--- config.mk ---
export PLATFORM = sky130hd
export DESIGN_NAME = uart_tx
export DESIGN_NICKNAME = d
export VERILOG_FILES = /design/src/design/board_pkg.sv /design/src/design/uart_tx.sv
export VERILOG_INCLUDE_DIRS = /design/src /design/src/design
export SDC_FILE = /design/constraint.sdc
export NUM_CORES = 1
export LEC_CHECK = 0
export ABC_AREA = 1
export BUFFER_PORTS_ARGS = -buffer_cell sky130_fd_sc_hd__buf_4
export CAP_MARGIN = 0
export CORE_MARGIN = 2
export CORE_UTILIZATION = 51
export DETAILED_ROUTE_END_ITERATION = 10
export GPL_ROUTABILITY_DRIVEN = 1
export PLACE_DENSITY = 0.74
export SETUP_SLACK_MARGIN = 0.2
export SLEW_MARGIN = 20
export SYNTH_ARGS = -nofsm -noshare
export SYNTH_HDL_FRONTEND = slang
export SYNTH_SLANG_ARGS = --single-unit
--- constraint.sdc ---
create_clock -name CLOCK_50 -period 1.8 [get_ports CLOCK_50]
set_input_delay 0.36 -clock CLOCK_50 [delete_from_list [all_inputs] [get_ports CLOCK_50]]
set_output_delay 0.36 -clock CLOCK_50 [all_outputs]
set_load 0.02 [all_outputs]
--- src/design/board_macros.svh ---
`ifndef BOARD_MACROS_SVH
`define BOARD_MACROS_SVH

// ========================================
// Address map, byte addresses
// ========================================
`define ADDR_WIDTH    16
`define ROM_BASE      16'h0000
`define ROM_LIMIT     16'h1000
`define RAM_BASE      16'h1000
`define RAM_LIMIT     16'h3000
`define KEY_ADDR      16'h3000
`define STATUS_ADDR   16'h3004
`define UART_ADDR     16'h3008
`define IRQ_ACK_ADDR  16'h300C

// Memory sizes in 32-bit words
`define ROM_WORDS     1024
`define RAM_WORDS     2048
`define MEM_WORDS     (`ROM_WORDS + `RAM_WORDS)
// Word index width into the block RAM
`define MEM_AW        12

// Peripheral timing in CLOCK_50 cycles
`define UART_DIV      434
`define PS2_TIMEOUT   20000
`define BREAK_CODE    8'hF0

`endif

--- src/design/board_pkg.sv ---
`default_nettype none

package board_pkg;

    // Decoded bus target
    typedef enum logic [2:0] {
        TGT_ROM,
        TGT_RAM,
        TGT_KEY,
        TGT_STATUS,
        TGT_UART,
        TGT_IRQ_ACK,
        TGT_NONE
    } bus_target_e;

    // PS/2 frame receive states
    typedef enum logic [1:0] {
        PS2_IDLE,
        PS2_DATA,
        PS2_PARITY,
        PS2_STOP
    } ps2_state_e;

    // Serial transmit states
    typedef enum logic [1:0] {
        TX_IDLE,
        TX_START,
        TX_DATA,
        TX_STOP
    } uart_state_e;

endpackage

`default_nettype wire

--- src/design/uart_tx.sv ---
`timescale 1ns/1ps
`default_nettype none

`include "board_macros.svh"

module uart_tx (
    input  logic       CLOCK_50,
    input  logic       KEY0,
    input  logic       tx_start,
    input  logic [7:0] tx_data,
    output logic       uart_txd,
    output logic       tx_busy
);

    board_pkg::uart_state_e state;
    logic [8:0] div_cnt;
    logic [2:0] bit_cnt;
    logic [7:0] shreg;
    logic       bit_done;

    // End of the current bit period
    assign bit_done = (div_cnt == `UART_DIV - 1);
    assign tx_busy  = (state != board_pkg::TX_IDLE);

    // ========================================
    // 8N1 transmit FSM
    // ========================================
    always_ff @(posedge CLOCK_50 or negedge KEY0) begin
        if (!KEY0) begin
            state    <= board_pkg::TX_IDLE;
            div_cnt  <= 9'd0;
            bit_cnt  <= 3'd0;
            uart_txd <= 1'b1;
        end else begin
            if (state == board_pkg::TX_IDLE || bit_done) begin
                div_cnt <= 9'd0;
            end else begin
                div_cnt <= div_cnt + 9'd1;
            end
            case (state)
                board_pkg::TX_IDLE: begin
                    if (tx_start) begin
                        state    <= board_pkg::TX_START;
                        uart_txd <= 1'b0;
                    end
                end
                board_pkg::TX_START: begin
                    if (bit_done) begin
                        state    <= board_pkg::TX_DATA;
                        bit_cnt  <= 3'd0;
                        uart_txd <= shreg[0];
                    end
                end
                board_pkg::TX_DATA: begin
                    if (bit_done) begin
                        bit_cnt <= bit_cnt + 3'd1;
                        if (bit_cnt == 3'd7) begin
                            state    <= board_pkg::TX_STOP;
                            uart_txd <= 1'b1;
                        end else begin
                            // Next bit, shreg shifts on this same edge
                            uart_txd <= shreg[1];
                        end
                    end
                end
                default: begin
                    if (bit_done) begin
                        state <= board_pkg::TX_IDLE;
                    end
                end
            endcase
        end
    end

    // Byte latch and LSB-first shifter
    always_ff @(posedge CLOCK_50) begin
        if (state == board_pkg::TX_IDLE && tx_start) begin
            shreg <= tx_data;
        end else if (state == board_pkg::TX_DATA && bit_done) begin
            shreg <= {1'b0, shreg[7:1]};
        end
    end

endmodule

`default_nettype wire

Word level (Yosys, flattened, before mapping)
Cells that the tools add are included.

Bits in registers: 23. Input port bits: 11. Output and inout bits: 2. Word-level logic and storage cells: 44.

Add/subtract/negate cells: 2. Equality and inequality tests: 8. Mux-type cells: 17. Reductions and logical operators: 12.

Operators by type and width (number): $mux 8 (2); $mux 2 (5); $add 9x1->9 const B (1); $eq 9x9->1 const B (1); $mux 9 (1); $ne 2x2->1 const B (4); $reduce_bool 2->1 (4); $mux 3 (2); $pmux 2 s3 (1); $pmux 3 s2 (1); $reduce_and 5->1 (1); $mux 1 (4); $reduce_and 4->1 (1); $add 3x1->3 const B (1); $eq 3x3->1 const B (1); $pmux 1 s3 (1); $reduce_and 3->1 (1); $reduce_bool 3->1 (1); $eq 2x1->1 const B (1); $eq 2x2->1 const B (1); $logic_and 1x1->1 (2); $logic_not 2->1 (1); $logic_or 1x1->1 (1).

Logic depth before layout (Yosys ltp)
Depth in word-level cells: 4. Mapped depth: 9. Depth with buffers taken out: 9.

Worst setup path after synthesis
No wires, ideal clock.

Path type: reg2reg. Start point: register div_cnt[1]. End point: register shreg[0], enable pin. Library setup time: 384 ps. Arrival: 1518 ps. Data required time: 1416 ps. Slack: -102 ps. Stages on the path, launching flop included: 7. Buffers on the path: 0. Clock period less this slack: 1902 ps. Cell sequence: dfrtp_1 > inv_1 > ha_1 > nand2_1 > nor2_2 > nand2_4 > o21ai_0.

Cells in the longest elaborated chain, start to end: 3.

RTL lines: start, declared (RTL line uart_tx.sv:16) `logic [8:0] div_cnt;`; start signal, assigned (RTL line uart_tx.sv:38) `div_cnt <= div_cnt + 9'd1;`; $eq 9x9->1 (RTL line uart_tx.sv:22) `` assign bit_done = (div_cnt == `UART_DIV - 1); ``; $logic_and 1x1->1 (RTL line uart_tx.sv:79) `end else if (state == board_pkg::TX_DATA && bit_done) begin`; $reduce_bool 2->1 (no source line); end signal, assigned (RTL line uart_tx.sv:78) `shreg <= tx_data;`; end signal, assigned (RTL line uart_tx.sv:80) `shreg <= {1'b0, shreg[7:1]};`; end, declared (RTL line uart_tx.sv:18) `logic [7:0] shreg;`.

Every way passes these cells. A chain may end at the register's enable or synchronous reset.

Worst setup path after layout
Start point: register state[0]. End point: output port tx_busy.

Cells in the longest elaborated chain, start to end: 1.

RTL lines: start, declared (RTL line uart_tx.sv:15) `board_pkg::uart_state_e state;`; start signal, assigned (RTL line uart_tx.sv:30) `state <= board_pkg::TX_IDLE;`; start signal, assigned (RTL line uart_tx.sv:43) `state <= board_pkg::TX_START;`; start signal, assigned (RTL line uart_tx.sv:49) `state <= board_pkg::TX_DATA;`; $reduce_bool 2->1 (RTL line uart_tx.sv:23) `assign tx_busy = (state != board_pkg::TX_IDLE);`; end, declared (RTL line uart_tx.sv:12) `output logic tx_busy`.

Every way passes these cells.

==> results.sh <==
export IMPL_outcome="complete, no violations"
export IMPL_syn_num_nets=139
export IMPL_grt_overflow_total=0
export IMPL_fin_crit_sh_pct=86.6
export IMPL_crit_path_start_kind="flop"
export IMPL_synth_seq_cells=23
export IMPL_vias=883
export IMPL_critPathRequiredTime_ns=1.44
export IMPL_start_util_pct=54.7
export IMPL_tns_ns=0
export IMPL_report_final_setup_viol=0
export IMPL_maxSlewViolCount=0
export IMPL_final_common_cell="nand2_1"
export IMPL_drv_cap=0
export IMPL_setup_worst_path_class="flop to primary output"
export IMPL_final_util_pct=66.1
export IMPL_cts_buffers=3
export IMPL_yosysUniqueCellTypes=27
export IMPL_cellLeakagePower_uw=0.000671
export IMPL_synth_cells=121
export IMPL_r2r_slack_ns=0.24
export IMPL_clock_sinks=23
export IMPL_vias_per_cell=5.16
export IMPL_fin_skew_ns=0.00305
export IMPL_clk_latency_ns=0.30
export IMPL_ir_drop_mv=0.804
export IMPL_area_growth_pct=20.7
export IMPL_r2r_start="div_cnt[1]"
export IMPL_regArea_um2=617
export IMPL_post_dp_hpwl_mm=1.70
export IMPL_grtUsageTotal_pct=18.9
export IMPL_worst_slew_pin_transition_ns=0.303
export IMPL_die_h_um=53.0
export IMPL_boundaryPins=13
export IMPL_pwr_density_cell_mw_per_mm2=1250
export IMPL_synthTopCellsByArea="dfrtp_1, edfxtp_1, nand2_1"
export IMPL_drt_total_wl_mm=2.30
export IMPL_grt_pass1_wl_mm=3.71
export IMPL_grt_max_degree=16
export IMPL_multi_input_area_um2=584
export IMPL_wl_per_cell_um=13.5
export IMPL_hold_path_class="input pin to flop"
export IMPL_core_area_mm2=0.00223
export IMPL_cts_clk_slew_worst_paths_ns=0.12
export IMPL_rsz0062_at_grt="yes"
export IMPL_layout_drive_gt1_share_pct=35.7
export IMPL_layout_common_cells="nand2_1, buf_4, dfrtp_1"
export IMPL_fp_row_count=17
export IMPL_drtIter0Drc=10
export IMPL_yosysTopAreaCellShare_pct=28.7
export IMPL_slew_headroom_pct=79.7
export IMPL_ctsLongestPathBuffers=2
export IMPL_synthesis_area_mm2=0.00122
export IMPL_fmax_mhz=641
export IMPL_antenna_found_initial=0
export IMPL_hold_depth=3
export IMPL_min_from="tx_data[7]"
export IMPL_place_congestion=0.730
export IMPL_ys_seq_area_share_pct=50.5
export IMPL_regToRegEndpoint="shreg[0]"
export IMPL_hold_viol_final=0
export IMPL_htree_levels=1
export IMPL_fin_crit_ns=1.56
export IMPL_ys_warn_count=0
export IMPL_diodes=0
export IMPL_crit_arrival_ns=1.20
export IMPL_yosysTopAreaCell="dfrtp_1"
export IMPL_first_global_vias=890
export IMPL_cp_end_kind="primary output"
export IMPL_nets=162
export IMPL_die_w_um=53.0
export IMPL_ant_nets=0
export IMPL_fill_cells=190
export IMPL_dieArea_mm2=0.00280
export IMPL_cp_max_fo=4
export IMPL_first_pass_iters=4
export IMPL_cts_root_buffer="clkbuf_4"
export IMPL_avgSynthCellArea_um2=10.1
export IMPL_ff2ff_path_depth=6
export IMPL_whs_endpoint="shreg[7]"
export IMPL_io_buffers=12
export IMPL_drc=0
export IMPL_cts_tree="yes"
[critical path, stage by stage (launching register included)]
cell     delay, ns
dfrtp_1       0.43
inv_2         0.10
ha_4          0.17
inv_4         0.05
buf_4         0.15
[kinds of logic after synthesis]
family	share of synthesized area, %
AO/OA/AOI/OAI	8.80
adder cells (fa/ha/maj)	7.16
multiplexers	6.45
buffers and inverters	4.91
AND/OR/NAND/NOR	22.2
flip-flops	50.5
[state kept, by name, summed over array words and instances, names as in the netlist]
register and count:
bit_cnt 3, state 2, div_cnt 9, uart_txd 1
shreg 8
[what timing repair did]
| item | in CTS | in global routing |
|---|---|---|
| pin swaps | 0 | 3 |
| setup endpoints to repair | 16 | 19 |
| setup buffers | 0 | 5 |
| hold buffers | 1 | 0 |
| gates resized for setup | 2 | 10 |
| hold endpoints to repair | 14 | 0 |
[Yosys cell counts, drive strengths merged]
cell and instances:
nand3 6, a21oi 6, nor2 12, or2 1, o21a 1, nor3b 2, inv 16, o21ai 5
a21boi 1, nor3 3, mux2 7, dfstp 1, nand2 30, edfxtp 8, dfrtp 14, a211oi 1
ha 7
[through the flow]
stage | total power, uW | std cells | setup WS (ns) | area [um^2] | hold slack [ns]
after detailed placement | 1500 | 161 | 0.115 | 1350 | 0.224
after CTS | 1740 | 166 | 0.116 | 1400 | 0.345
final | 1840 | 171 | 0.241 | 1480 | 0.348
after floorplan | 1300 | 121 | 0.291 | 1230 | 0.0644
after global placement | 1440 | 161 | 0.191 | 1350 | 0.225
after global routing | 1970 | 171 | 0.157 | 1480 | 0.334
[cell type report]
cell class | instances | share of cell area (%)
Clock buffer | 4 | 1.78
Inverter | 16 | 4.24
Multi-Input combinational cell | 82 | 39.6
Sequential cell | 23 | 41.8
Tap cell | 28 | 2.37
Timing Repair Buffer | 18 | 10.2
[power by group]
group	internal [uW]	switching (uW)	total, uW
Combinational	360	479	839
Clock	86.4	146	232
Sequential	694	77.1	771
Total	1140	701	1840
[how the worst max path moves through the flow]
| stage | startpoint | end | slack [ns] | cells after the start |
|---|---|---|---|---|
| detailed placement | div_cnt[1] | shreg[7] | 0.12 | 6 |
| CTS | state[0] | shreg[2] | 0.12 | 4 |
| global route | div_cnt[1] | shreg[5] | 0.16 | 6 |
| finish | state[0] | tx_busy | 0.24 | 4 |
| global placement | div_cnt[1] | shreg[7] | 0.19 | 6 |
| floorplan | div_cnt[1] | shreg[0] | 0.29 | 6 |
[layer usage]
layer  global-route usage (%)  share of wire [%]
met1                     22.7                 45
met2                     32.1                 51
met3                     3.39                2.0
met4                     9.83                1.7
met5                        0                  0
Power figures use the tool's default switching activity.
