===== src/design/board_macros.svh =====
`ifndef BOARD_MACROS_SVH
`define BOARD_MACROS_SVH

// ========================================
// Address map, byte addresses
// ========================================
`define ADDR_WIDTH    16
`define ROM_BASE      16'h0000
`define ROM_LIMIT     16'h1000
`define RAM_BASE      16'h1000
`define RAM_LIMIT     16'h3000
`define KEY_ADDR      16'h3000
`define STATUS_ADDR   16'h3004
`define UART_ADDR     16'h3008
`define IRQ_ACK_ADDR  16'h300C

// Memory sizes in 32-bit words
`define ROM_WORDS     1024
`define RAM_WORDS     2048
`define MEM_WORDS     (`ROM_WORDS + `RAM_WORDS)
// Word index width into the block RAM
`define MEM_AW        12

// Peripheral timing in CLOCK_50 cycles
`define UART_DIV      434
`define PS2_TIMEOUT   20000
`define BREAK_CODE    8'hF0

`endif


===== src/design/board_pkg.sv =====
`default_nettype none

package board_pkg;

    // Decoded bus target
    typedef enum logic [2:0] {
        TGT_ROM,
        TGT_RAM,
        TGT_KEY,
        TGT_STATUS,
        TGT_UART,
        TGT_IRQ_ACK,
        TGT_NONE
    } bus_target_e;

    // PS/2 frame receive states
    typedef enum logic [1:0] {
        PS2_IDLE,
        PS2_DATA,
        PS2_PARITY,
        PS2_STOP
    } ps2_state_e;

    // Serial transmit states
    typedef enum logic [1:0] {
        TX_IDLE,
        TX_START,
        TX_DATA,
        TX_STOP
    } uart_state_e;

endpackage

`default_nettype wire


===== src/design/ps2_receiver.sv =====
`timescale 1ns/1ps
`default_nettype none

`include "board_macros.svh"

module ps2_receiver (
    input  logic       CLOCK_50,
    input  logic       KEY0,
    input  logic       ps2_clk,
    input  logic       ps2_dat,
    output logic [7:0] scan_code,
    output logic       scan_valid
);

    // ========================================
    // Input synchronizers
    // ========================================
    logic       clk_meta;
    logic       clk_s;
    logic       clk_prev;
    logic       dat_meta;
    logic       dat_s;
    logic       fall;

    board_pkg::ps2_state_e state;
    logic [2:0]  bit_cnt;
    logic [7:0]  shift;
    logic        parity_ok;
    logic [15:0] idle_cnt;

    // Both lines idle high
    always_ff @(posedge CLOCK_50 or negedge KEY0) begin
        if (!KEY0) begin
            clk_meta <= 1'b1;
            clk_s    <= 1'b1;
            clk_prev <= 1'b1;
            dat_meta <= 1'b1;
            dat_s    <= 1'b1;
        end else begin
            clk_meta <= ps2_clk;
            clk_s    <= clk_meta;
            clk_prev <= clk_s;
            dat_meta <= ps2_dat;
            dat_s    <= dat_meta;
        end
    end

    // Device changes data on rising edge, sample on falling
    assign fall = clk_prev & ~clk_s;

    // ========================================
    // Frame FSM
    // ========================================
    always_ff @(posedge CLOCK_50 or negedge KEY0) begin
        if (!KEY0) begin
            state      <= board_pkg::PS2_IDLE;
            bit_cnt    <= 3'd0;
            parity_ok  <= 1'b0;
            idle_cnt   <= 16'd0;
            scan_valid <= 1'b0;
        end else begin
            scan_valid <= 1'b0;
            // Gap watchdog, only while inside a frame
            if (fall || state == board_pkg::PS2_IDLE) begin
                idle_cnt <= 16'd0;
            end else begin
                idle_cnt <= idle_cnt + 16'd1;
            end
            if (fall) begin
                case (state)
                    board_pkg::PS2_IDLE: begin
                        // Start bit must be low
                        if (!dat_s) begin
                            state   <= board_pkg::PS2_DATA;
                            bit_cnt <= 3'd0;
                        end
                    end
                    board_pkg::PS2_DATA: begin
                        bit_cnt <= bit_cnt + 3'd1;
                        if (bit_cnt == 3'd7) begin
                            state <= board_pkg::PS2_PARITY;
                        end
                    end
                    board_pkg::PS2_PARITY: begin
                        // Odd parity over data plus parity bit
                        parity_ok <= ^{shift, dat_s};
                        state     <= board_pkg::PS2_STOP;
                    end
                    default: begin
                        // Stop bit high and parity good, else drop it
                        if (dat_s && parity_ok) begin
                            scan_code  <= shift;
                            scan_valid <= 1'b1;
                        end
                        state <= board_pkg::PS2_IDLE;
                    end
                endcase
            end else if (idle_cnt == `PS2_TIMEOUT - 1) begin
                state <= board_pkg::PS2_IDLE;
            end
        end
    end

    // Data bits arrive LSB first
    always_ff @(posedge CLOCK_50) begin
        if (fall && state == board_pkg::PS2_DATA) begin
            shift <= {dat_s, shift[7:1]};
        end
    end

endmodule

`default_nettype wire


===== config.mk =====
export PLATFORM = sky130hd
export DESIGN_NAME = ps2_receiver
export DESIGN_NICKNAME = d
export VERILOG_FILES = /design/src/design/board_pkg.sv /design/src/design/ps2_receiver.sv
export VERILOG_INCLUDE_DIRS = /design/src /design/src/design
export SDC_FILE = /design/constraint.sdc
export NUM_CORES = 1
export LEC_CHECK = 0
export BUFFER_PORTS_ARGS = -buffer_cell sky130_fd_sc_hd__buf_2
export CAP_MARGIN = 40
export CELL_PAD_IN_SITES_DETAIL_PLACEMENT = 0
export CELL_PAD_IN_SITES_GLOBAL_PLACEMENT = 2
export CORE_MARGIN = 10
export CORE_UTILIZATION = 44
export DETAILED_ROUTE_END_ITERATION = 8
export GPL_TIMING_DRIVEN = 0
export HOLD_SLACK_MARGIN = 0.03
export PLACE_DENSITY_LB_ADDON = 0.3
export SETUP_SLACK_MARGIN = 0.5
export SLEW_MARGIN = 20
export SYNTH_ARGS = -nofsm -noshare
export SYNTH_HDL_FRONTEND = slang
export SYNTH_SLANG_ARGS = --single-unit

===== constraint.sdc =====
create_clock -name CLOCK_50 -period 2.7 [get_ports CLOCK_50]
set_input_delay 0.27 -clock CLOCK_50 [delete_from_list [all_inputs] [get_ports CLOCK_50]]
set_output_delay 0.27 -clock CLOCK_50 [all_outputs]
set_load 0.02 [all_outputs]

# Word-level counts from Yosys, hierarchy flattened
# Cells that the tools add are included.
# W data, S select, Z words.
op_classes:
  n_addsub: 2
  mul: 0
  div_mod_pow: 0
  n_lt_le_gt_ge: 0
  n_eq_ne: 7
  shift: 0
  muxes: 11
  bitwise_logic: 3
  reduce_logical: 12
op_table:
  columns: ["op", "count"]
  rows:
  - ["$add A16 B1 Y16 const B", 1]
  - ["$eq A16 B15 Y1 const B", 1]
  - ["$mux W16", 1]
  - ["$reduce_xor A9 Y1", 1]
  - ["$mux W2", 4]
  - ["$ne A3 B3 Y1 const B", 2]
  - ["$pmux W2 S3", 1]
  - ["$pmux W3 S2", 1]
  - ["$reduce_and A3 Y1", 2]
  - ["$reduce_and A4 Y1", 1]
  - ["$reduce_bool A2 Y1", 2]
  - ["$add A3 B1 Y3 const B", 1]
  - ["$eq A3 B3 Y1 const B", 1]
  - ["$mux W1", 3]
  - ["$mux W3", 1]
  - ["$reduce_or A3 Y1", 1]
  - ["$eq A2 B1 Y1 const B", 1]
  - ["$eq A2 B2 Y1 const B", 1]
  - ["$logic_and A1 B1 Y1", 2]
  - ["$logic_not A2 Y1", 1]
  - ["$ne A2 B2 Y1 const B", 1]
  - ["$not A1 Y1", 2]
  - ["$reduce_and A2 Y1", 1]
  - ["$and A1 B1 Y1", 1]
  - ["$logic_or A1 B1 Y1", 1]
word_totals:
  ff_bits: 44
  latch_bits: 0
  ramBits: 0
  mem_bits_ro: 0
  input_bits: 4
  out_inout_bits: 9
  wordCells: 47
  n_memories: 0

# Depth between registers and ports, before layout
depth:
  word_depth: 4
  depth_mapped: 6
  mapped_depth_nobuf: 6

# Least setup slack after synthesis
# No wires, ideal clock.
synth_timing:
  kind: "reg2reg"
  startpoint: "register clk_prev"
  endpoint: "register scan_code[0], enable pin"
  setup_ns: 0.332
  arrival_ns: 1.290
  required_ns: 2.368
  setup_slack_ns: 1.079
  stages_incl_launch_ff: 4
  path_buffers: 0
  synth_period_minus_slack_ns: 1.621
  path_cell_list: "dfstp_2 nor2b_1 and4_1 and2_1"
synth_via:
  elab_chain_len: 2
synth_lines:
  columns: ["item", "line", "source"]
  rows:
  - ["start, declared", "ps2_receiver.sv:20", "logic clk_prev;"]
  - ["start signal, assigned", "ps2_receiver.sv:42", "clk_prev <= clk_s;"]
  - ["$and A1 B1 Y1", "ps2_receiver.sv:49", "assign fall = clk_prev & ~clk_s;"]
  - ["$reduce_and A4 Y1 (no line)", null, null]
  - ["end signal, assigned", "ps2_receiver.sv:92", "scan_code <= shift;"]
  - ["end, declared", "ps2_receiver.sv:11", "output logic [7:0] scan_code,"]
# No other way between the ends.
# A chain may end at the register's enable or synchronous reset.

# Worst setup path in the final report
layout_timing:
  startpoint: "register clk_prev"
  endpoint: "register scan_code[2], enable pin"
# Same word-level chain as after synthesis.

==> impl_results.md <==
* Status: finished clean
* Hold depth at 1
* Antenna Cells at 0
* Setup_tns at 0 ns
* Ys Warns at 0
* R2R depth at 3
* FF-to-FF setup slack at 0.79 ns
* Synth area leader: dfrtp_1
* Req. time, crit path at 2.66 ns
* Place WS at 0.760 ns
* Fmax at 522 MHz
* Leakage at 0.887 nW
* Final hold violation count at 0
* DRC Markers at 0
* Hold wc startpoint: ps2_dat
* Worst-path maximum fanout at 8
* Worst flop-to-flop path endpoint: scan_code[2]$_DFFE_PP_
* Die area at 7350 µm²
* Period utilisation layout at 70.9%
* Routed WL at 3.28 mm
* CTS Root Cell: clkbuf_8
* MaxCap Viol Count at 0
* Setup Skew at 0.00690 ns
* CTS clk-pin slew, worst paths at 0.08 ns
* CTS H-Tree Depth at 2
* Power Density at 745 nW/µm²
* Vias post-DR at 1171
* WL per Instance at 15.0 µm
* Starting Density at 46.5%
* Worst VDD drop at 0.455 mV
* Crit Path Class: flop to flop
* Clk Latency, worst-skew pair at 0.29 ns
* Hold worst-path end: dat_meta$_DFF_PN1_
* RSZ-0062 raised after global routing: false
* Worst hold path type: input port to flop
* Top cells by area, synth: dfrtp_1, edfxtp_1, dfstp_2
* Detailed Routing Iterations Pass 1 at 4
* CORE AREA at 4090 µm²
* Post-synthesis async set-or-reset flop share at 63.6%
* Avg Vias per Cell at 5.37
* Synth cell types at 36
* Synth Instances at 147
* Final Slew Violations at 0
* Syn Nets at 159
* Seq cells post-synth at 44
* Clock buffer depth at 2
* HPWL after DPL at 2.29 mm
* Io pins at 13
* Vias in the first global route at 1254
* Final nets at 179
* Critical path launch point type: flop
* Synthesized area at 1900 µm²
* Pin count of the biggest net entering global routing at 30
* Worst r2r src: clk_prev$_DFF_PN1_
* Synth Area per Inst at 12.9 µm²
* Grt ovf at 0
* Num CTS Buffers at 5
* Slew headroom at 58.0%
* Predominant post-synthesis flop cell: dfrtp_1
* Placer Congestion at 0.769
* CTS tree: yes
* Die height at 85.7 µm
* Fill count at 358
* CTS-repair resized insts at 0
* CTS sink count at 44
* Port-buffer cells at 12
* Most instantiated cells after synthesis: dfrtp_1, edfxtp_1, nor2_1, nand2_1, xnor2_1
* Global-route wire length before repair at 5.84 mm
* Initial antenna violation count at 0
* # hold bufs at CTS at 1
* Worst Path Arrival at 1.87 ns
* Post-CTS setup buffers at 0
* Min cycle time layout at 1.91 ns
* CP endpoint kind: flop
* Global Route Usage Sum at 9.76%
* Share of post-route cells with drive strength above 1 at 19.0%
* Final Setup Violations at 0
* DRT antenna net count at 0
* Top-count cell post-synth: dfrtp_1
* Yosys top cell area share at 30.3%
* Chip Width at 85.7 µm
* P&R area growth vs syn at 12.6%
* Setup slack after layout at 0.786 ns
* Num rows at 23
* Post-synth EDFFs at 16
* Initial DRC count at 139
* Sequential area share after synthesis at 62.5%
* Worst-margin pin slew at 0.630 ns
==> critical path, cell delays in order, from the launching register on <==
cell	delay, ns
dfstp_2	0.51
nor2b_1	0.42
and4_1	0.29
and2_1	0.36
==> final cells by class <==
| class | instances | area (µm²) | area share (%) |
|---|---|---|---|
| clock inverter | 2 | 35.0 | 1.64 |
| tap | 50 | 62.6 | 2.92 |
| clock buffer | 6 | 72.6 | 3.39 |
| buffer | 2 | 8.76 | 0.409 |
| multi-input combinational | 97 | 689 | 32.2 |
| inverter | 4 | 15.0 | 0.701 |
| timing repair buffer | 13 | 70.1 | 3.27 |
| sequential | 44 | 1190 | 55.5 |
==> sequential cells by signal (all words and copies together), names as in the netlist, 2 cells and up <==
register	cells
idle_cnt	16
bit_cnt	3
state	2
shift	8
scan_code	8
==> kinds of logic after synthesis <==
group / synth area share (%)
AND/OR/NAND/NOR: 17.6
flip-flops: 62.5
XOR/XNOR: 9.48
AO/OA/AOI/OAI: 3.95
adder cells (fa/ha/maj): 5.27
buffers and inverters: 1.25
==> metal layers <==
| layer | vias to the layer above | track usage [%] | wire length [µm] |
|---|---|---|---|
| li1 | 559 | - | - |
| met1 | 570 | 11.4 | 1440 |
| met2 | 35 | 16.0 | 1570 |
| met3 | 7 | 3.50 | 220 |
| met4 | 0 | 3.59 | 51 |
| met5 | - | 0 | 0 |
==> cell usage in the layout, fill, tap and decap left out, drive strengths merged, types with 2 or more instances in the layout <==
cell type  count
clkbuf         7
nand3          8
o21ai          4
buf           13
a21oi          2
a32o           2
dfrtp         23
nand4          5
ha             8
inv            4
and2           3
dfstp          5
nor3           2
edfxtp        16
nor4           4
xnor2         10
nor2          16
xor2           8
and4           3
nand2         10
==> worst max path at each step <==
stage,startpoint,to
after floorplan,clk_prev$_DFF_PN1_,scan_code[0]$_DFFE_PP_
after global placement,clk_prev$_DFF_PN1_,scan_code[5]$_DFFE_PP_
after detailed placement,clk_prev$_DFF_PN1_,scan_code[0]$_DFFE_PP_
after CTS,clk_prev$_DFF_PN1_,scan_code[0]$_DFFE_PP_
after global routing,clk_prev$_DFF_PN1_,idle_cnt[14]$_DFF_PN0_
final,clk_prev$_DFF_PN1_,scan_code[2]$_DFFE_PP_
==> power by group <==
group	switching (W)	internal [W]
logic	0.000164	0.000112
registers	0.0000606	0.000768
clock network	0.000216	0.000275
total	0.000441	0.00115
==> per-stage QoR <==
step,cell area [µm²],utilization [%],hold WS (ns),total power (W),std cells
final,2140,52.4,0.0751,0.00160,218
after global routing,2140,52.4,0.0544,0.00170,218
after CTS,2140,52.4,0.0637,0.00161,218
after detailed placement,2020,49.5,0.334,0.00112,209
after global placement,2020,49.5,0.333,0.00110,209
after floorplan,1900,-,-0.0256,0.00104,147
No activity file was read; power rests on OpenSTA's default activity.
