$ cat config.mk
export PLATFORM = sky130hd
export DESIGN_NAME = bus_fabric
export DESIGN_NICKNAME = d
export VERILOG_FILES = /design/src/design/board_pkg.sv /design/src/design/bus_fabric.sv
export VERILOG_INCLUDE_DIRS = /design/src /design/src/design
export SDC_FILE = /design/constraint.sdc
export NUM_CORES = 1
export LEC_CHECK = 0
export ABC_AREA = 1
export BUFFER_PORTS_ARGS = -buffer_cell sky130_fd_sc_hd__buf_2
export CORE_UTILIZATION = 40
export DETAILED_ROUTE_END_ITERATION = 6
export HOLD_SLACK_MARGIN = 0.06
export PLACE_DENSITY = 0.95
export RECOVER_POWER = 100
export SLEW_MARGIN = 20
export SYNTH_ARGS = -nofsm -noshare
export SYNTH_HDL_FRONTEND = slang
export SYNTH_SLANG_ARGS = --single-unit
$ cat constraint.sdc
create_clock -name CLOCK_50 -period 2.3 [get_ports CLOCK_50]
set_input_delay 0.46 -clock CLOCK_50 [delete_from_list [all_inputs] [get_ports CLOCK_50]]
set_output_delay 0.46 -clock CLOCK_50 [all_outputs]
set_load 0.02 [all_outputs]
$ cat src/design/board_macros.svh
`ifndef BOARD_MACROS_SVH
`define BOARD_MACROS_SVH

// ========================================
// Address map, byte addresses
// ========================================
`define ADDR_WIDTH    16
`define ROM_BASE      16'h0000
`define ROM_LIMIT     16'h1000
`define RAM_BASE      16'h1000
`define RAM_LIMIT     16'h3000
`define KEY_ADDR      16'h3000
`define STATUS_ADDR   16'h3004
`define UART_ADDR     16'h3008
`define IRQ_ACK_ADDR  16'h300C

// Memory sizes in 32-bit words
`define ROM_WORDS     1024
`define RAM_WORDS     2048
`define MEM_WORDS     (`ROM_WORDS + `RAM_WORDS)
// Word index width into the block RAM
`define MEM_AW        12

// Peripheral timing in CLOCK_50 cycles
`define UART_DIV      434
`define PS2_TIMEOUT   20000
`define BREAK_CODE    8'hF0

`endif

$ cat src/design/board_pkg.sv
`default_nettype none

package board_pkg;

    // Decoded bus target
    typedef enum logic [2:0] {
        TGT_ROM,
        TGT_RAM,
        TGT_KEY,
        TGT_STATUS,
        TGT_UART,
        TGT_IRQ_ACK,
        TGT_NONE
    } bus_target_e;

    // PS/2 frame receive states
    typedef enum logic [1:0] {
        PS2_IDLE,
        PS2_DATA,
        PS2_PARITY,
        PS2_STOP
    } ps2_state_e;

    // Serial transmit states
    typedef enum logic [1:0] {
        TX_IDLE,
        TX_START,
        TX_DATA,
        TX_STOP
    } uart_state_e;

endpackage

`default_nettype wire

$ cat src/design/bus_fabric.sv
`timescale 1ns/1ps
`default_nettype none

`include "board_macros.svh"

module bus_fabric (
    input  logic                   CLOCK_50,
    input  logic                   KEY0,
    input  logic                   wb_cyc,
    input  logic                   wb_stb,
    input  logic                   wb_we,
    input  logic [`ADDR_WIDTH-1:0] wb_adr,
    input  logic [31:0]            wb_dat_w,
    output logic [31:0]            wb_dat_r,
    output logic                   wb_ack,
    output logic                   mem_sel,
    output logic [`MEM_AW-1:0]     mem_adr,
    input  logic [31:0]            mem_rdata,
    input  logic                   mem_ack,
    input  logic [7:0]             scan_code,
    input  logic                   scan_valid,
    output logic                   tx_start,
    output logic [7:0]             tx_data,
    input  logic                   tx_busy,
    output logic [7:0]             key_code,
    output logic                   irq
);

    board_pkg::bus_target_e tgt;
    logic        req;
    logic        is_mem;
    logic        uart_wr;
    logic        accept;
    logic        fire;
    logic        reg_ack;
    logic [31:0] reg_rdata;
    logic        key_valid;
    logic        break_flag;

    // ========================================
    // Address decode
    // ========================================
    always_comb begin
        tgt = board_pkg::TGT_NONE;
        if (wb_adr < `ROM_LIMIT) begin
            tgt = board_pkg::TGT_ROM;
        end else if (wb_adr >= `RAM_BASE && wb_adr < `RAM_LIMIT) begin
            tgt = board_pkg::TGT_RAM;
        end else begin
            case (wb_adr)
                `KEY_ADDR:     tgt = board_pkg::TGT_KEY;
                `STATUS_ADDR:  tgt = board_pkg::TGT_STATUS;
                `UART_ADDR:    tgt = board_pkg::TGT_UART;
                `IRQ_ACK_ADDR: tgt = board_pkg::TGT_IRQ_ACK;
                default:       tgt = board_pkg::TGT_NONE;
            endcase
        end
    end

    assign req     = wb_cyc & wb_stb;
    assign is_mem  = (tgt == board_pkg::TGT_ROM) || (tgt == board_pkg::TGT_RAM);
    assign uart_wr = wb_we && (tgt == board_pkg::TGT_UART);

    // Memory answers on its own
    assign mem_sel = req & is_mem;
    assign mem_adr = wb_adr[`MEM_AW+1:2];

    // Register access, first cycle of stb only
    assign accept = req & ~reg_ack & ~is_mem & ~uart_wr;
    // UART write waits here until the transmitter is free
    assign fire   = req & uart_wr & ~tx_busy & ~reg_ack;

    // ========================================
    // Register side control
    // ========================================
    always_ff @(posedge CLOCK_50 or negedge KEY0) begin
        if (!KEY0) begin
            reg_ack    <= 1'b0;
            tx_start   <= 1'b0;
            key_code   <= 8'h00;
            key_valid  <= 1'b0;
            break_flag <= 1'b0;
            irq        <= 1'b0;
        end else begin
            reg_ack  <= accept | fire;
            tx_start <= fire;
            // Reading KEY consumes the code
            if (accept && !wb_we && tgt == board_pkg::TGT_KEY) begin
                key_valid <= 1'b0;
            end
            if (accept && wb_we && tgt == board_pkg::TGT_IRQ_ACK) begin
                irq <= 1'b0;
            end
            // New key press wins over a same-cycle clear
            if (scan_valid) begin
                if (break_flag) begin
                    // Release code, swallowed
                    break_flag <= 1'b0;
                end else if (scan_code == `BREAK_CODE) begin
                    break_flag <= 1'b1;
                end else begin
                    key_code  <= scan_code;
                    key_valid <= 1'b1;
                    irq       <= 1'b1;
                end
            end
        end
    end

    // Read data and transmit byte
    always_ff @(posedge CLOCK_50) begin
        if (accept) begin
            case (tgt)
                board_pkg::TGT_KEY:    reg_rdata <= {24'h0, key_code};
                board_pkg::TGT_STATUS: reg_rdata <= {29'h0, irq, tx_busy, key_valid};
                default:               reg_rdata <= 32'h0;
            endcase
        end
        if (fire) begin
            tx_data <= wb_dat_w[7:0];
        end
    end

    // ========================================
    // Response mux
    // ========================================
    assign wb_ack   = mem_ack | reg_ack;
    assign wb_dat_r = mem_ack ? mem_rdata : reg_rdata;

endmodule

`default_nettype wire

# [Word-level counts from Yosys, hierarchy flattened]
# Cells that the tools add are included.
[classes] magnitude_cmp=3 eq_ne=10 muxes=15 bitwise=16 n_reduce_logical=10
[ops] op="$eq 16x14->1 const B" count=4
[ops] op="$mux 32" count=1
[ops] op="$ge 16x13->1 const B" count=1
[ops] op="$lt 16x13->1 const B" count=1
[ops] op="$lt 16x14->1 const B" count=1
[ops] op="$pmux 8 s2" count=1
[ops] op="$pmux 3 s4" count=1
[ops] op="$mux 1" count=10
[ops] op="$and 1x1->1" count=8
[ops] op="$eq 8x8->1 const B" count=1
[ops] op="$eq 3x2->1 const B" count=2
[ops] op="$eq 3x3->1 const B" count=2
[ops] op="$logic_and 1x1->1" count=6
[ops] op="$mux 3" count=2
[ops] op="$not 1->1" count=6
[ops] op="$eq 3x1->1 const B" count=1
[ops] op="$logic_not 3->1" count=1
[ops] op="$reduce_and 3->1" count=1
[ops] op="$or 1x1->1" count=2
[ops] op="$logic_not 1->1" count=1
[ops] op="$logic_or 1x1->1" count=1
[word_totals] regBits=53 input_bits=96 out_inout_bits=64 word_cells=62

# [Logic depth before layout (Yosys ltp)]
# Gate-level depths: netlist of the first run.
[depth] ltp_word=15 depth_mapped=9

# [Worst setup path after synthesis of the first run]
# Ideal clock, no wire load.
[synth_timing] kind="input-to-output" from="input port mem_ack" to="output port wb_dat_r[2]" t_arrival_ps=1157 required_ps=1840 setup_slack_ps=683 cell_stages=4 n_path_buf=2 path_cell_list="clkbuf_1 > clkbuf_1 > nand2_1 > nand2_1"
[synth_between] elab_chain_len=1
[synth_lines] item="start: declaration" line="bus_fabric.sv:19" source="input logic mem_ack,"
[synth_lines] item="$mux 32" line="bus_fabric.sv:128" source="assign wb_dat_r = mem_ack ? mem_rdata : reg_rdata;"
[synth_lines] item="end: declaration" line="bus_fabric.sv:14" source="output logic [31:0] wb_dat_r,"
# No other way between the ends.

# [Worst setup path in the final report of the first run]
[layout_timing] from="input port mem_ack" to="output port wb_dat_r[28]"
# The elaborated chain is that of the path after synthesis.

==> qor.yml, run 1 <==
status: "complete, no violations"
yosysWarnings: 0
nNetsFinal: 452
initial_core_util_pct: 42.8
cts-resized-gates: 0
die_width_um: 68.6
setup_viol: 0
power_frac_seq_pct: 42.8
post_cts_buffers: 0
vias: 1836
maxCapViolCount: 0
power_mw: 1.35
die_y_um: 68.6
crit_required_ns: 1.84
p_leak_nw: 1.37
finClkSkew_ns: 0.00470
grt_pass1_wl_mm: 6.90
rsz0062_at_grt: "false"
dieArea_mm2: 0.00471
gp_congestion: 0.870
fill_cells: 417
syn_nets: 325
synthCells: 229
overflow: 0
clock.fmax_mhz: 549
startpoint_type: "input pin"
path_class: "in2out"
dp.final_hpwl_mm: 3.87
antennaDiodeCount: 0
cts_sinks: 29
p_sw_share_pct: 27.6
ir_worst_vdd_uv: 406
viasPerCell: 4.51
root_buffer: "clkbuf_8"
relSlewSlack_pct: 53.7
drive_above_1_share_pct: 26.3
initialDrtViolationCount: 58
switchingPower_uw: 373
hold_path.class: "in2async"
cts-htree-levels: 2
mappedNetlistArea_mm2: 0.00178
drc: 0
hold_slack_ns: 0.205
max_slew.worst_pin.slew_ns: 0.694
cts_buffer_depth: 2
area.sequential_um2: 806
grt_pass1_vias: 1613
cp-end-kind: "output port"
clkTransAtPathRegs_ns: 0.06
fin_ws_ns: 0.478
cts_tree: "done"
p_int_uw: 980
first_pass_iters: 4
grt_max_degree: 22
pre_cts_ws_ns: 0.437
antenna_found_initial: 0
multi_input_area_um2: 671
num_rows: 23
clock_latency_ns: 0.27
tns_ns: 0
worstPathArrival_ns: 1.36
final_util_pct: 57.8
post-route-min-period_ns: 1.82
coreArea_mm2: 0.00414
drv_slew: 0
cts_inserted_buffers: 5
port_buffers: 135
hold_violations: 0
combinationalPowerShare_pct: 20.8
grt_usage_pct: 19.8
power_density_mw_per_mm2: 565
synth.yosys.seq_area_share_pct: 45.4
yosys_register_bits: 29
ios: 160
syn2layout_area_growth_pct: 34.9
ant_nets: 0
hold_buffers: 0
power_frac_clock_pct: 36.4
totalWireLength_mm: 4.66
synthDistinctLibCells: 22
wire_per_inst_um: 11.4
avgSynthCellArea_um2: 7.75
path_max_fanout: 21
layout_worst_path_cycle_share_pct: 79.2
-- cell type report --
class	instances	area share [%]
clock buffers	6	3.03
flip-flops and latches	29	33.6
well taps	50	2.61
inverters	39	6.11
multi-input cells	145	28.0
clock inverters	2	1.41
repair buffers	136	25.2
-- critical path, stage by stage --
cell and delay (ns):
buf_2 0.28, buf_4 0.25, nand2_1 0.07, inv_1 0.07, clkbuf_1 0.23
-- flip-flops by register name (all words and copies together) (netlist names) --
| signal | cells |
|---|---|
| tx_data | 8 |
| reg_rdata | 8 |
| reg_ack | 1 |
| key_valid | 1 |
| key_code | 8 |
| tx_start | 1 |
| break_flag | 1 |
| irq | 1 |
-- per-stage QoR --
stage,instance area [um2],cells
final,2390,407
after global routing,2390,407
after global placement,2420,399
after floorplan,1780,229
after CTS,2520,407
after detailed placement,2420,399
-- cell usage in the layout, fill, tap and decap left out --
cell type  netlist  layout
nand2_1         86      89
buf_2            0      71
clkbuf_1         4      65
inv_1           38      38
nor2_1          17      19
edfxtp_1        16      16
nand3_1         13      15
dfrtp_1         13      13
clkbuf_8         0       5
nand2_2          6       4
nand4_1          4       4
nor2_2           4       3
nor2_4           4       3
nand2_4          2       1
nor2_8           1       1
or2_0            1       1
nand3_2          1       1
inv_2            1       1
nand3b_1         1       1
or2_2            1       1
nor3_1           1       1
nor4_4           1       1
clkinv_1         0       1
bufinv_16        0       1
buf_4           12       1
-- kinds of logic (layout without fill, tap and decap cells) --
kind of cell / after synthesis / after routing / synth area share, %
AND/OR/NAND/NOR: 145 / 145 / 40.5
flip-flops: 29 / 29 / 45.4
buffers and inverters: 55 / 183 / 14.2
-- synth_stat cells, drive strengths merged --
| library cell | instances | area share (%) |
|---|---|---|
| nand4 | 4 | 1.4 |
| nor4 | 1 | 1.2 |
| edfxtp | 16 | 27 |
| nor2 | 26 | 8.7 |
| nand2 | 94 | 22 |
| buf | 12 | 5.1 |
| dfrtp | 13 | 18 |
| nand3b | 1 | 0.42 |
| inv | 39 | 8.2 |
| nor3 | 1 | 0.28 |
| clkbuf | 4 | 0.85 |
| nand3 | 16 | 6.2 |
| or2 | 2 | 0.71 |
-- power by group through the flow --
stage | Clock [mW] | Combinational, mW | Sequential [mW]
2_1_floorplan | 0 | 0.156 | 0.602
3_3_place_gp | 0 | 0.294 | 0.588
3_5_place_dp | 0 | 0.301 | 0.589
4_1_cts | 0.501 | 0.302 | 0.579
5_1_grt | 0.527 | 0.316 | 0.581
6_report | 0.493 | 0.281 | 0.579
-- per-layer routing --
layer / track usage [%] / part of all wire (%) / vias up
li1: - / - / 936
met3: 3.29 / 8.0 / 8
met4: 11.5 / 2.1 / 0
met1: 20.4 / 36 / 808
met2: 37.4 / 53 / 84
met5: 0 / 0 / -
-- final timing paths --
kind | cells after the start | end | from | slack, ns
worst max-delay path | 5 | wb_dat_r[28] | mem_ack | 0.48
worst min-delay path | 1 | tx_start | KEY0 | 0.20
worst max register to register | 4 | key_code[2] | break_flag | 0.83
worst min register to register | 2 | key_valid | key_valid | 0.48
max in group asynchronous | 1 | reg_ack | KEY0 | 1.65
min in group CLOCK_50 | 1 | tx_data[7] | wb_dat_w[7] | 0.36
Note: power is estimated with default switching activity, not from simulation.
==> run 2, diff against run 1 <==
ABC_AREA = 0   (was 1)
CORE_UTILIZATION = 32   (was 40)
PLACE_DENSITY = 0.86   (was 0.95)
clock period = 1.5 ns   (was 2.3 ns; I/O delays follow)
==> run 2 against run 1 <==
Combinational power rose by 76%. Area after synthesis fell by 8.7%. First-iteration DRC count fell by 55%. Via count fell by 12%. Sequential power rose by 54%. Clock-buffer cell count did not move. Clock skew barely moved. Critical path depth fell by 1. Synthesized cell count fell by 37%. Wire length fell by 2.9%. Final cell count fell by 13%. Largest power group unchanged.
==> qor.yml, run 2 <==
max_slew.worst_pin.slew_ns: 0.739  # was 0.694 ns
yosysWarnings: 0  # unchanged
synth-edff-count: 16  # unchanged
worstSetupStartpoint: "reg_ack"  # was mem_ack
setup_viol: 0  # unchanged
ios: 160  # unchanged
post-route-min-period_ns: 1.43
maxCapViolCount: 0  # unchanged
path_cells: "and3b_2 -> nand2b_4 -> nor4_4 -> buf_6"  # was buf_2 -> buf_4 -> nand2_1 -> inv_1 -> clkbuf_1
postPlaceCellArea_mm2: 0.00243  # was 0.00242 mm2
syn2layout_area_growth_pct: 57.1  # was 34.9%
power_density_mw_per_mm2: 778  # was 565 mW/mm2
root_buffer: "clkbuf_8"  # unchanged
synth_top_cell_area_share_pct: 29.7  # was 27.1%
synth.yosys.seq_area_share_pct: 49.7  # was 45.4%
rr_worst_depth: 4  # unchanged
min_path_cells: 1
overflow: 0  # unchanged
drv_slew: 0  # unchanged
r2r_setup_slack_ns: 0.07  # was 0.83 ns
cts-htree-levels: 2  # unchanged
final_cell_mix: "buf_2 (93), clkbuf_1 (41), and2_1 (25)"  # was nand2_1 (89), buf_2 (71), clkbuf_1 (65)
clock_latency_ns: 0.27  # about the same
cts_sinks: 29  # unchanged
viasPerCell: 4.55  # was 4.51
area.sequential_um2: 806  # unchanged
die_y_um: 73.2  # was 68.6 um
ir_worst_vdd_uv: 566  # was 406 uV
grt_max_degree: 26  # was 22
slowest_stage: "dfrtp_1"  # was buf_2
stdcell_count: 355  # was 407
mappedNetlistArea_mm2: 0.00162  # was 0.00178 mm2
hold_violations: 0  # unchanged
finClkSkew_ns: 0.00441  # was 0.00470 ns
p_leak_nw: 1.14  # was 1.37 nW
clock.fmax_mhz: 698
place_inst: 345  # was 399
min_from: "wb_dat_w[4]"
synth_area_leaders: "edfxtp_1 (30%), dfrtp_1 (20%), and2_1 (12%), mux2_2 (10%), buf_4 (5.6%)"  # was edfxtp_1 (27%), dfrtp_1 (18%), nand2_1 (18%), inv_1 (8.0%), buf_4 (5.1%)
nNetsFinal: 383  # was 452
synth_ff_type: "edfxtp_1"  # unchanged
status: "complete, no violations"  # unchanged
crit_required_ns: 1.49  # was 1.84 ns
final_common_cell: "buf_2"  # was nand2_1
dp.final_hpwl_mm: 3.66  # was 3.87 mm
yosys_register_bits: 29  # unchanged
antenna_found_initial: 0  # unchanged
cp-end-kind: "register"  # was output port
multi_input_area_um2: 786  # was 671 um2
cts_buffer_depth: 2  # unchanged
initialDrtViolationCount: 26  # was 58
worstPathArrival_ns: 1.42  # was 1.36 ns
coreArea_mm2: 0.00479  # was 0.00414 mm2
synth_most_common_cell: "and2_1"  # was nand2_1
port_buffers: 135  # unchanged
antennaDiodeCount: 0  # unchanged
cp_slowest_stage_delay_ns: 0.37  # was 0.28 ns
dieArea_mm2: 0.00535  # was 0.00471 mm2
path_class: "reg2reg"  # was in2out
wire_per_inst_um: 12.7  # was 11.4 um
clkTransAtPathRegs_ns: 0.06  # about the same
pre_cts_ws_ns: -0.291  # was 0.437 ns
largestRegisters: "key_code (8), reg_rdata (8), tx_data (8)"  # unchanged
grt_pass1_wl_mm: 6.35  # was 6.90 mm
syn_nets: 240  # was 325
hold_path.class: "in2reg"  # was in2async
initial_core_util_pct: 33.9  # was 42.8%
drive_above_1_share_pct: 52.4  # was 26.3%
final_util_pct: 53.2  # was 57.8%
gp_congestion: 0.897  # was 0.870
avgSynthCellArea_um2: 11.3  # was 7.75 um2
synth_commonest_cells: "and2_1 (30), edfxtp_1 (16), mux2_2 (15)"  # was nand2_1 (86), inv_1 (38), nor2_1 (17)
layout_worst_path_cycle_share_pct: 95.5
r2r-start: "reg_ack"  # was break_flag
path_max_fanout: 9  # was 21
grt_pass1_vias: 1475  # was 1613
die_width_um: 73.2  # was 68.6 um
vias: 1614  # was 1836
grt_usage_pct: 15.7  # was 19.8%
num_rows: 25  # was 23
relSlewSlack_pct: 50.7  # was 53.7%
fin_ws_ns: 0.0673  # was 0.478 ns
worstReg2RegEnd: "tx_data[3]"  # was key_code[2]
synthDistinctLibCells: 34  # was 22
startpoint_type: "register"  # was input pin
cts_inserted_buffers: 5  # unchanged
drc: 0  # unchanged
final_area_mm2: 0.00255  # was 0.00239 mm2
totalWireLength_mm: 4.52  # was 4.66 mm
first_pass_iters: 4  # unchanged
hold_path_end: "tx_data[4]"
fill_cells: 472  # was 417
synth-async-reset-ratio_pct: 44.8  # unchanged
ant_nets: 0  # unchanged
synthCells: 144  # was 229
synth_top_cell_by_area: "edfxtp_1"  # unchanged
cts_tree: "done"  # unchanged
## run 2: changes by cell type in the layout (fill, tap and decap cells not counted), moves of 5 or more
cell and change:
nand2_1 -82, inv_1 -36, and2_1 +25, clkbuf_1 -24, buf_2 +22, nor2_1 -16
mux2_2 +15, buf_4 +13, nand3_1 -9, and2_0 +5
## run 2: worst max-delay path by stage
stage                         to  slack (ns)  cells past startpoint
finish                tx_data[3]        0.07                      4
global route        reg_rdata[6]      -0.006                      7
CTS                       wb_ack      0.0004                      3
detailed placement    tx_data[7]       -0.29                      5
global placement      tx_data[3]       -0.25                      5
floorplan             tx_data[0]       -0.11                      3
## run 2: area by class of cell
class,count,share of cell area (%)
Tap cell,67,3.29
Timing Repair Buffer,152,30.7
Inverter,2,0.295
Clock buffer,6,2.85
Multi-Input combinational cell,97,30.9
Clock inverter,2,0.393
Sequential cell,29,31.6
## run 2: power breakdown
part / total (mW) / internal (mW) / switching [mW] / leakage, nW
Clock: 0.593 / 0.320 / 0.273 / 0.0450
Combinational: 0.494 / 0.217 / 0.277 / 0.790
Sequential: 0.894 / 0.873 / 0.0211 / 0.303
## run 2: per-layer routing
metal  part of all wire [%]  up-vias  track usage (%)
met5                      0        -                0
met4                    1.9        0             6.75
met3                    7.9        9             3.45
met2                     51       83             28.6
met1                     39      730             17.5
li1                       -      792                -
## run 2: logic make-up (layout without fill, tap and decap cells)
family | count (synthesis) | after routing | share of synthesized area (%)
simple gates | 67 | 67 | 26.0
flops | 29 | 29 | 49.7
buf+inv | 18 | 162 | 6.95
compound gates | 15 | 15 | 6.87
mux | 15 | 15 | 10.4
## run 2: per-stage QoR
stage               hold slack [ns]  power [mW]  setup TNS (ns)
finish                        0.198        1.98               0
global route                  0.186        2.07         -0.0303
CTS                           0.187        2.00               0
detailed placement            0.207        1.40           -7.13
global placement              0.203        1.39           -5.56
floorplan                   0.00441        1.17          -0.867
## run 2: critical path, delay by kind of cell, from the launching register on
| kind | cells | cell delay (ns) |
|---|---|---|
| flip-flops | 1 | 0.37 |
| buffers and inverters | 1 | 0.18 |
| AND/OR/NAND/NOR | 3 | 0.61 |
## run 2: what timing repair did
item,in CTS,in global routing
setup endpoints to repair,5,33
resized for setup,3,11
hold endpoints to repair,13,0
hold buffers,1,0
buffers inserted,0,1
pin swaps,0,1
==> run 3, diff against run 2 <==
==> constraint.sdc (replaced) <==
create_clock -name CLOCK_50 -period 1.5 [get_ports CLOCK_50]
set_input_delay 0.075 -clock CLOCK_50 [delete_from_list [all_inputs] [get_ports CLOCK_50]]
set_output_delay 0.075 -clock CLOCK_50 [all_outputs]
set_load 0.02 [all_outputs]
==> run 3 against run 2 <==
Die area did not move. Non-clock buffer count up 11. Sequential share of layout area decreased by 0.11 points. First-iteration DRC count decreased by 42%. Largest power group unchanged. Combinational power fell by 2%. Utilization rose by 0.18 points. Critical path depth grew 1. Critical path type unchanged. Cell area is 0.34% higher. Final cell count rose by 3.1%.
==> qor.yml, run 3 (synthesis gave the netlist of run 2 again) <==
grt_max_degree: 34  # was 26
port_buffers: 135  # unchanged
tns_ns: 0  # unchanged
power_frac_clock_pct: 31.1  # was 29.9%
wire_per_inst_um: 12.7  # about the same
initial_core_util_pct: 33.9  # unchanged
drc: 0  # unchanged
fill_cells: 481  # was 472
p_sw_share_pct: 27.2  # was 28.9%
setup.worst_path.end: "tx_data[3]"  # unchanged
path_max_fanout: 9  # unchanged
root_buffer: "clkbuf_8"  # unchanged
grt_pass1_vias: 1518  # was 1475
dieArea_mm2: 0.00535  # unchanged
cts_inserted_buffers: 5  # unchanged
overflow: 0  # unchanged
final_cell_mix: "buf_2 (77), clkbuf_1 (61), and2_1 (17)"  # was buf_2 (93), clkbuf_1 (41), and2_1 (25)
grt_usage_pct: 16.7  # was 15.7%
relSlewSlack_pct: 49.7  # was 50.7%
status: "complete, no violations"  # unchanged
rsz0062_at_grt: "false"
cp-end-kind: "register"  # unchanged
cts_tree: "done"  # unchanged
drv_slew: 0  # unchanged
finClkSkew_ns: 0.00428  # was 0.00441 ns
worstReg2RegEnd: "tx_data[3]"  # unchanged
viasPerCell: 4.49  # was 4.55
dp.final_hpwl_mm: 3.68  # was 3.66 mm
coreArea_mm2: 0.00479  # unchanged
hold_violations: 0  # unchanged
area.sequential_um2: 806  # unchanged
drive_above_1_share_pct: 40.5  # was 52.4%
setup_viol: 0  # unchanged
layout_worst_path_cycle_share_pct: 96.4  # was 95.5%
maxCapViolCount: 0  # unchanged
final_util_pct: 53.4  # was 53.2%
path_class: "reg2reg"  # unchanged
slowest_stage: "dfrtp_1"  # unchanged
num_rows: 25  # unchanged
antennaDiodeCount: 0  # unchanged
power_mw: 2.00  # was 1.98 mW
cp_slowest_stage_delay_ns: 0.38  # was 0.37 ns
startpoint_type: "register"  # unchanged
cts-htree-levels: 2  # unchanged
post-route-min-period_ns: 1.45  # was 1.43 ns
ant_nets: 0  # unchanged
switchingPower_uw: 545  # was 572 uW
power_frac_seq_pct: 44.6  # was 45.1%
syn2layout_area_growth_pct: 57.7  # was 57.1%
multi_input_area_um2: 719  # was 786 um2
gp_congestion: 0.895  # was 0.897
nNetsFinal: 394  # was 383
die_width_um: 73.2  # unchanged
totalWireLength_mm: 4.66  # was 4.52 mm
p_leak_nw: 1.11  # was 1.14 nW
ir_worst_vdd_uv: 766  # was 566 uV
rr_worst_depth: 5  # was 4
antenna_found_initial: 0  # unchanged
initialDrtViolationCount: 15  # was 26
die_y_um: 73.2  # unchanged
clock_latency_ns: 0.26  # was 0.27 ns
power_density_mw_per_mm2: 784  # was 778 mW/mm2
clkTransAtPathRegs_ns: 0.06  # about the same
cts_buffer_depth: 2  # unchanged
max_slew.worst_pin.slew_ns: 0.755  # was 0.739 ns
largestRegisters: "key_code (8), reg_rdata (8), tx_data (8)"  # unchanged
r2r_setup_slack_ns: 0.05  # was 0.07 ns
vias: 1644  # was 1614
first_pass_iters: 4  # unchanged
grt_pass1_wl_mm: 6.78  # was 6.35 mm
p_int_mw: 1.46  # was 1.41 mW
ios: 160  # unchanged
worstSetupStartpoint: "reg_ack"  # unchanged
r2r-start: "reg_ack"  # unchanged
cts_sinks: 29  # unchanged
clock.fmax_mhz: 691  # was 698 MHz
hold_path.class: "in2reg"  # unchanged
worstPathArrival_ns: 1.42  # about the same
combinationalPowerShare_pct: 24.3  # was 25.0%
final_common_cell: "buf_2"  # unchanged
crit_required_ns: 1.48  # was 1.49 ns
path_cells: "and3b_1 -> buf_4 -> nand2b_4 -> nor4_4 -> buf_6"  # was and3b_2 -> nand2b_4 -> nor4_4 -> buf_6
run 3: cell types whose count changed in the layout (fill, tap and decap cells not counted), sizes merged:
cell and change:
dlygate4sd3 +14, clkinv -2, clkbuf +21, buf -22
run 3: critical path: cells and delay by family (launching register included):
| family | cells | cell delay (ns) |
|---|---|---|
| buffers and inverters | 2 | 0.32 |
| AND/OR/NAND/NOR | 3 | 0.47 |
| flip-flops | 1 | 0.38 |
run 3: worst min path at each step:
stage / from / end / slack [ns] / depth (start not counted)
2_1_floorplan: KEY0 / break_flag / -0.22 / 0
3_3_place_gp: KEY0 / reg_ack / -0.02 / 1
3_5_place_dp: KEY0 / key_code[5] / -0.01 / 1
4_1_cts: scan_code[1] / key_code[1] / 0.06 / 2
5_1_grt: scan_code[2] / key_code[2] / 0.08 / 2
6_report: scan_code[3] / key_code[3] / 0.07 / 2
run 3: final cells by class:
class	instances	share of cell area [%]
Inverter	2	0.294
Sequential cell	29	31.5
Tap cell	67	3.28
Multi-Input combinational cell	97	28.2
Clock buffer	8	3.53
Timing Repair Buffer	163	33.2
run 3: metrics by stage:
step,cell area (um2),worst slack (ns),cells,hold slack [ns]
after floorplan,1640,-0.000570,144,-0.221
after global placement,2390,-0.0981,343,-0.0157
after detailed placement,2390,-0.126,343,-0.0140
after CTS,2630,0.0187,366,0.0616
after global routing,2550,0.00850,366,0.0772
final,2550,0.0536,366,0.0693
run 3: layer usage:
metal  share of wire (%)  up-vias  global-route usage, %
li1                    -      813                      -
met1                  38      743                   17.9
met2                  53       77                   32.2
met3                 7.0       11                   2.90
met4                 2.1        0                   6.54
met5                   0        -                      0
run 3: power groups by stage:
stage	clock network (mW)	logic (mW)	registers, mW
final	0.623	0.486	0.894
after global routing	0.673	0.528	0.897
after CTS	0.636	0.510	0.893
after detailed placement	0	0.478	0.909
after global placement	0	0.469	0.907
after floorplan	0	0.238	0.932
run 3: timing repair:
action | in CTS | in global routing
setup endpoints to repair | 16 | 4
hold buffers | 15 | 0
hold endpoints to repair | 27 | 0
resized for setup | 2 | 1
buffers inserted | 0 | 0
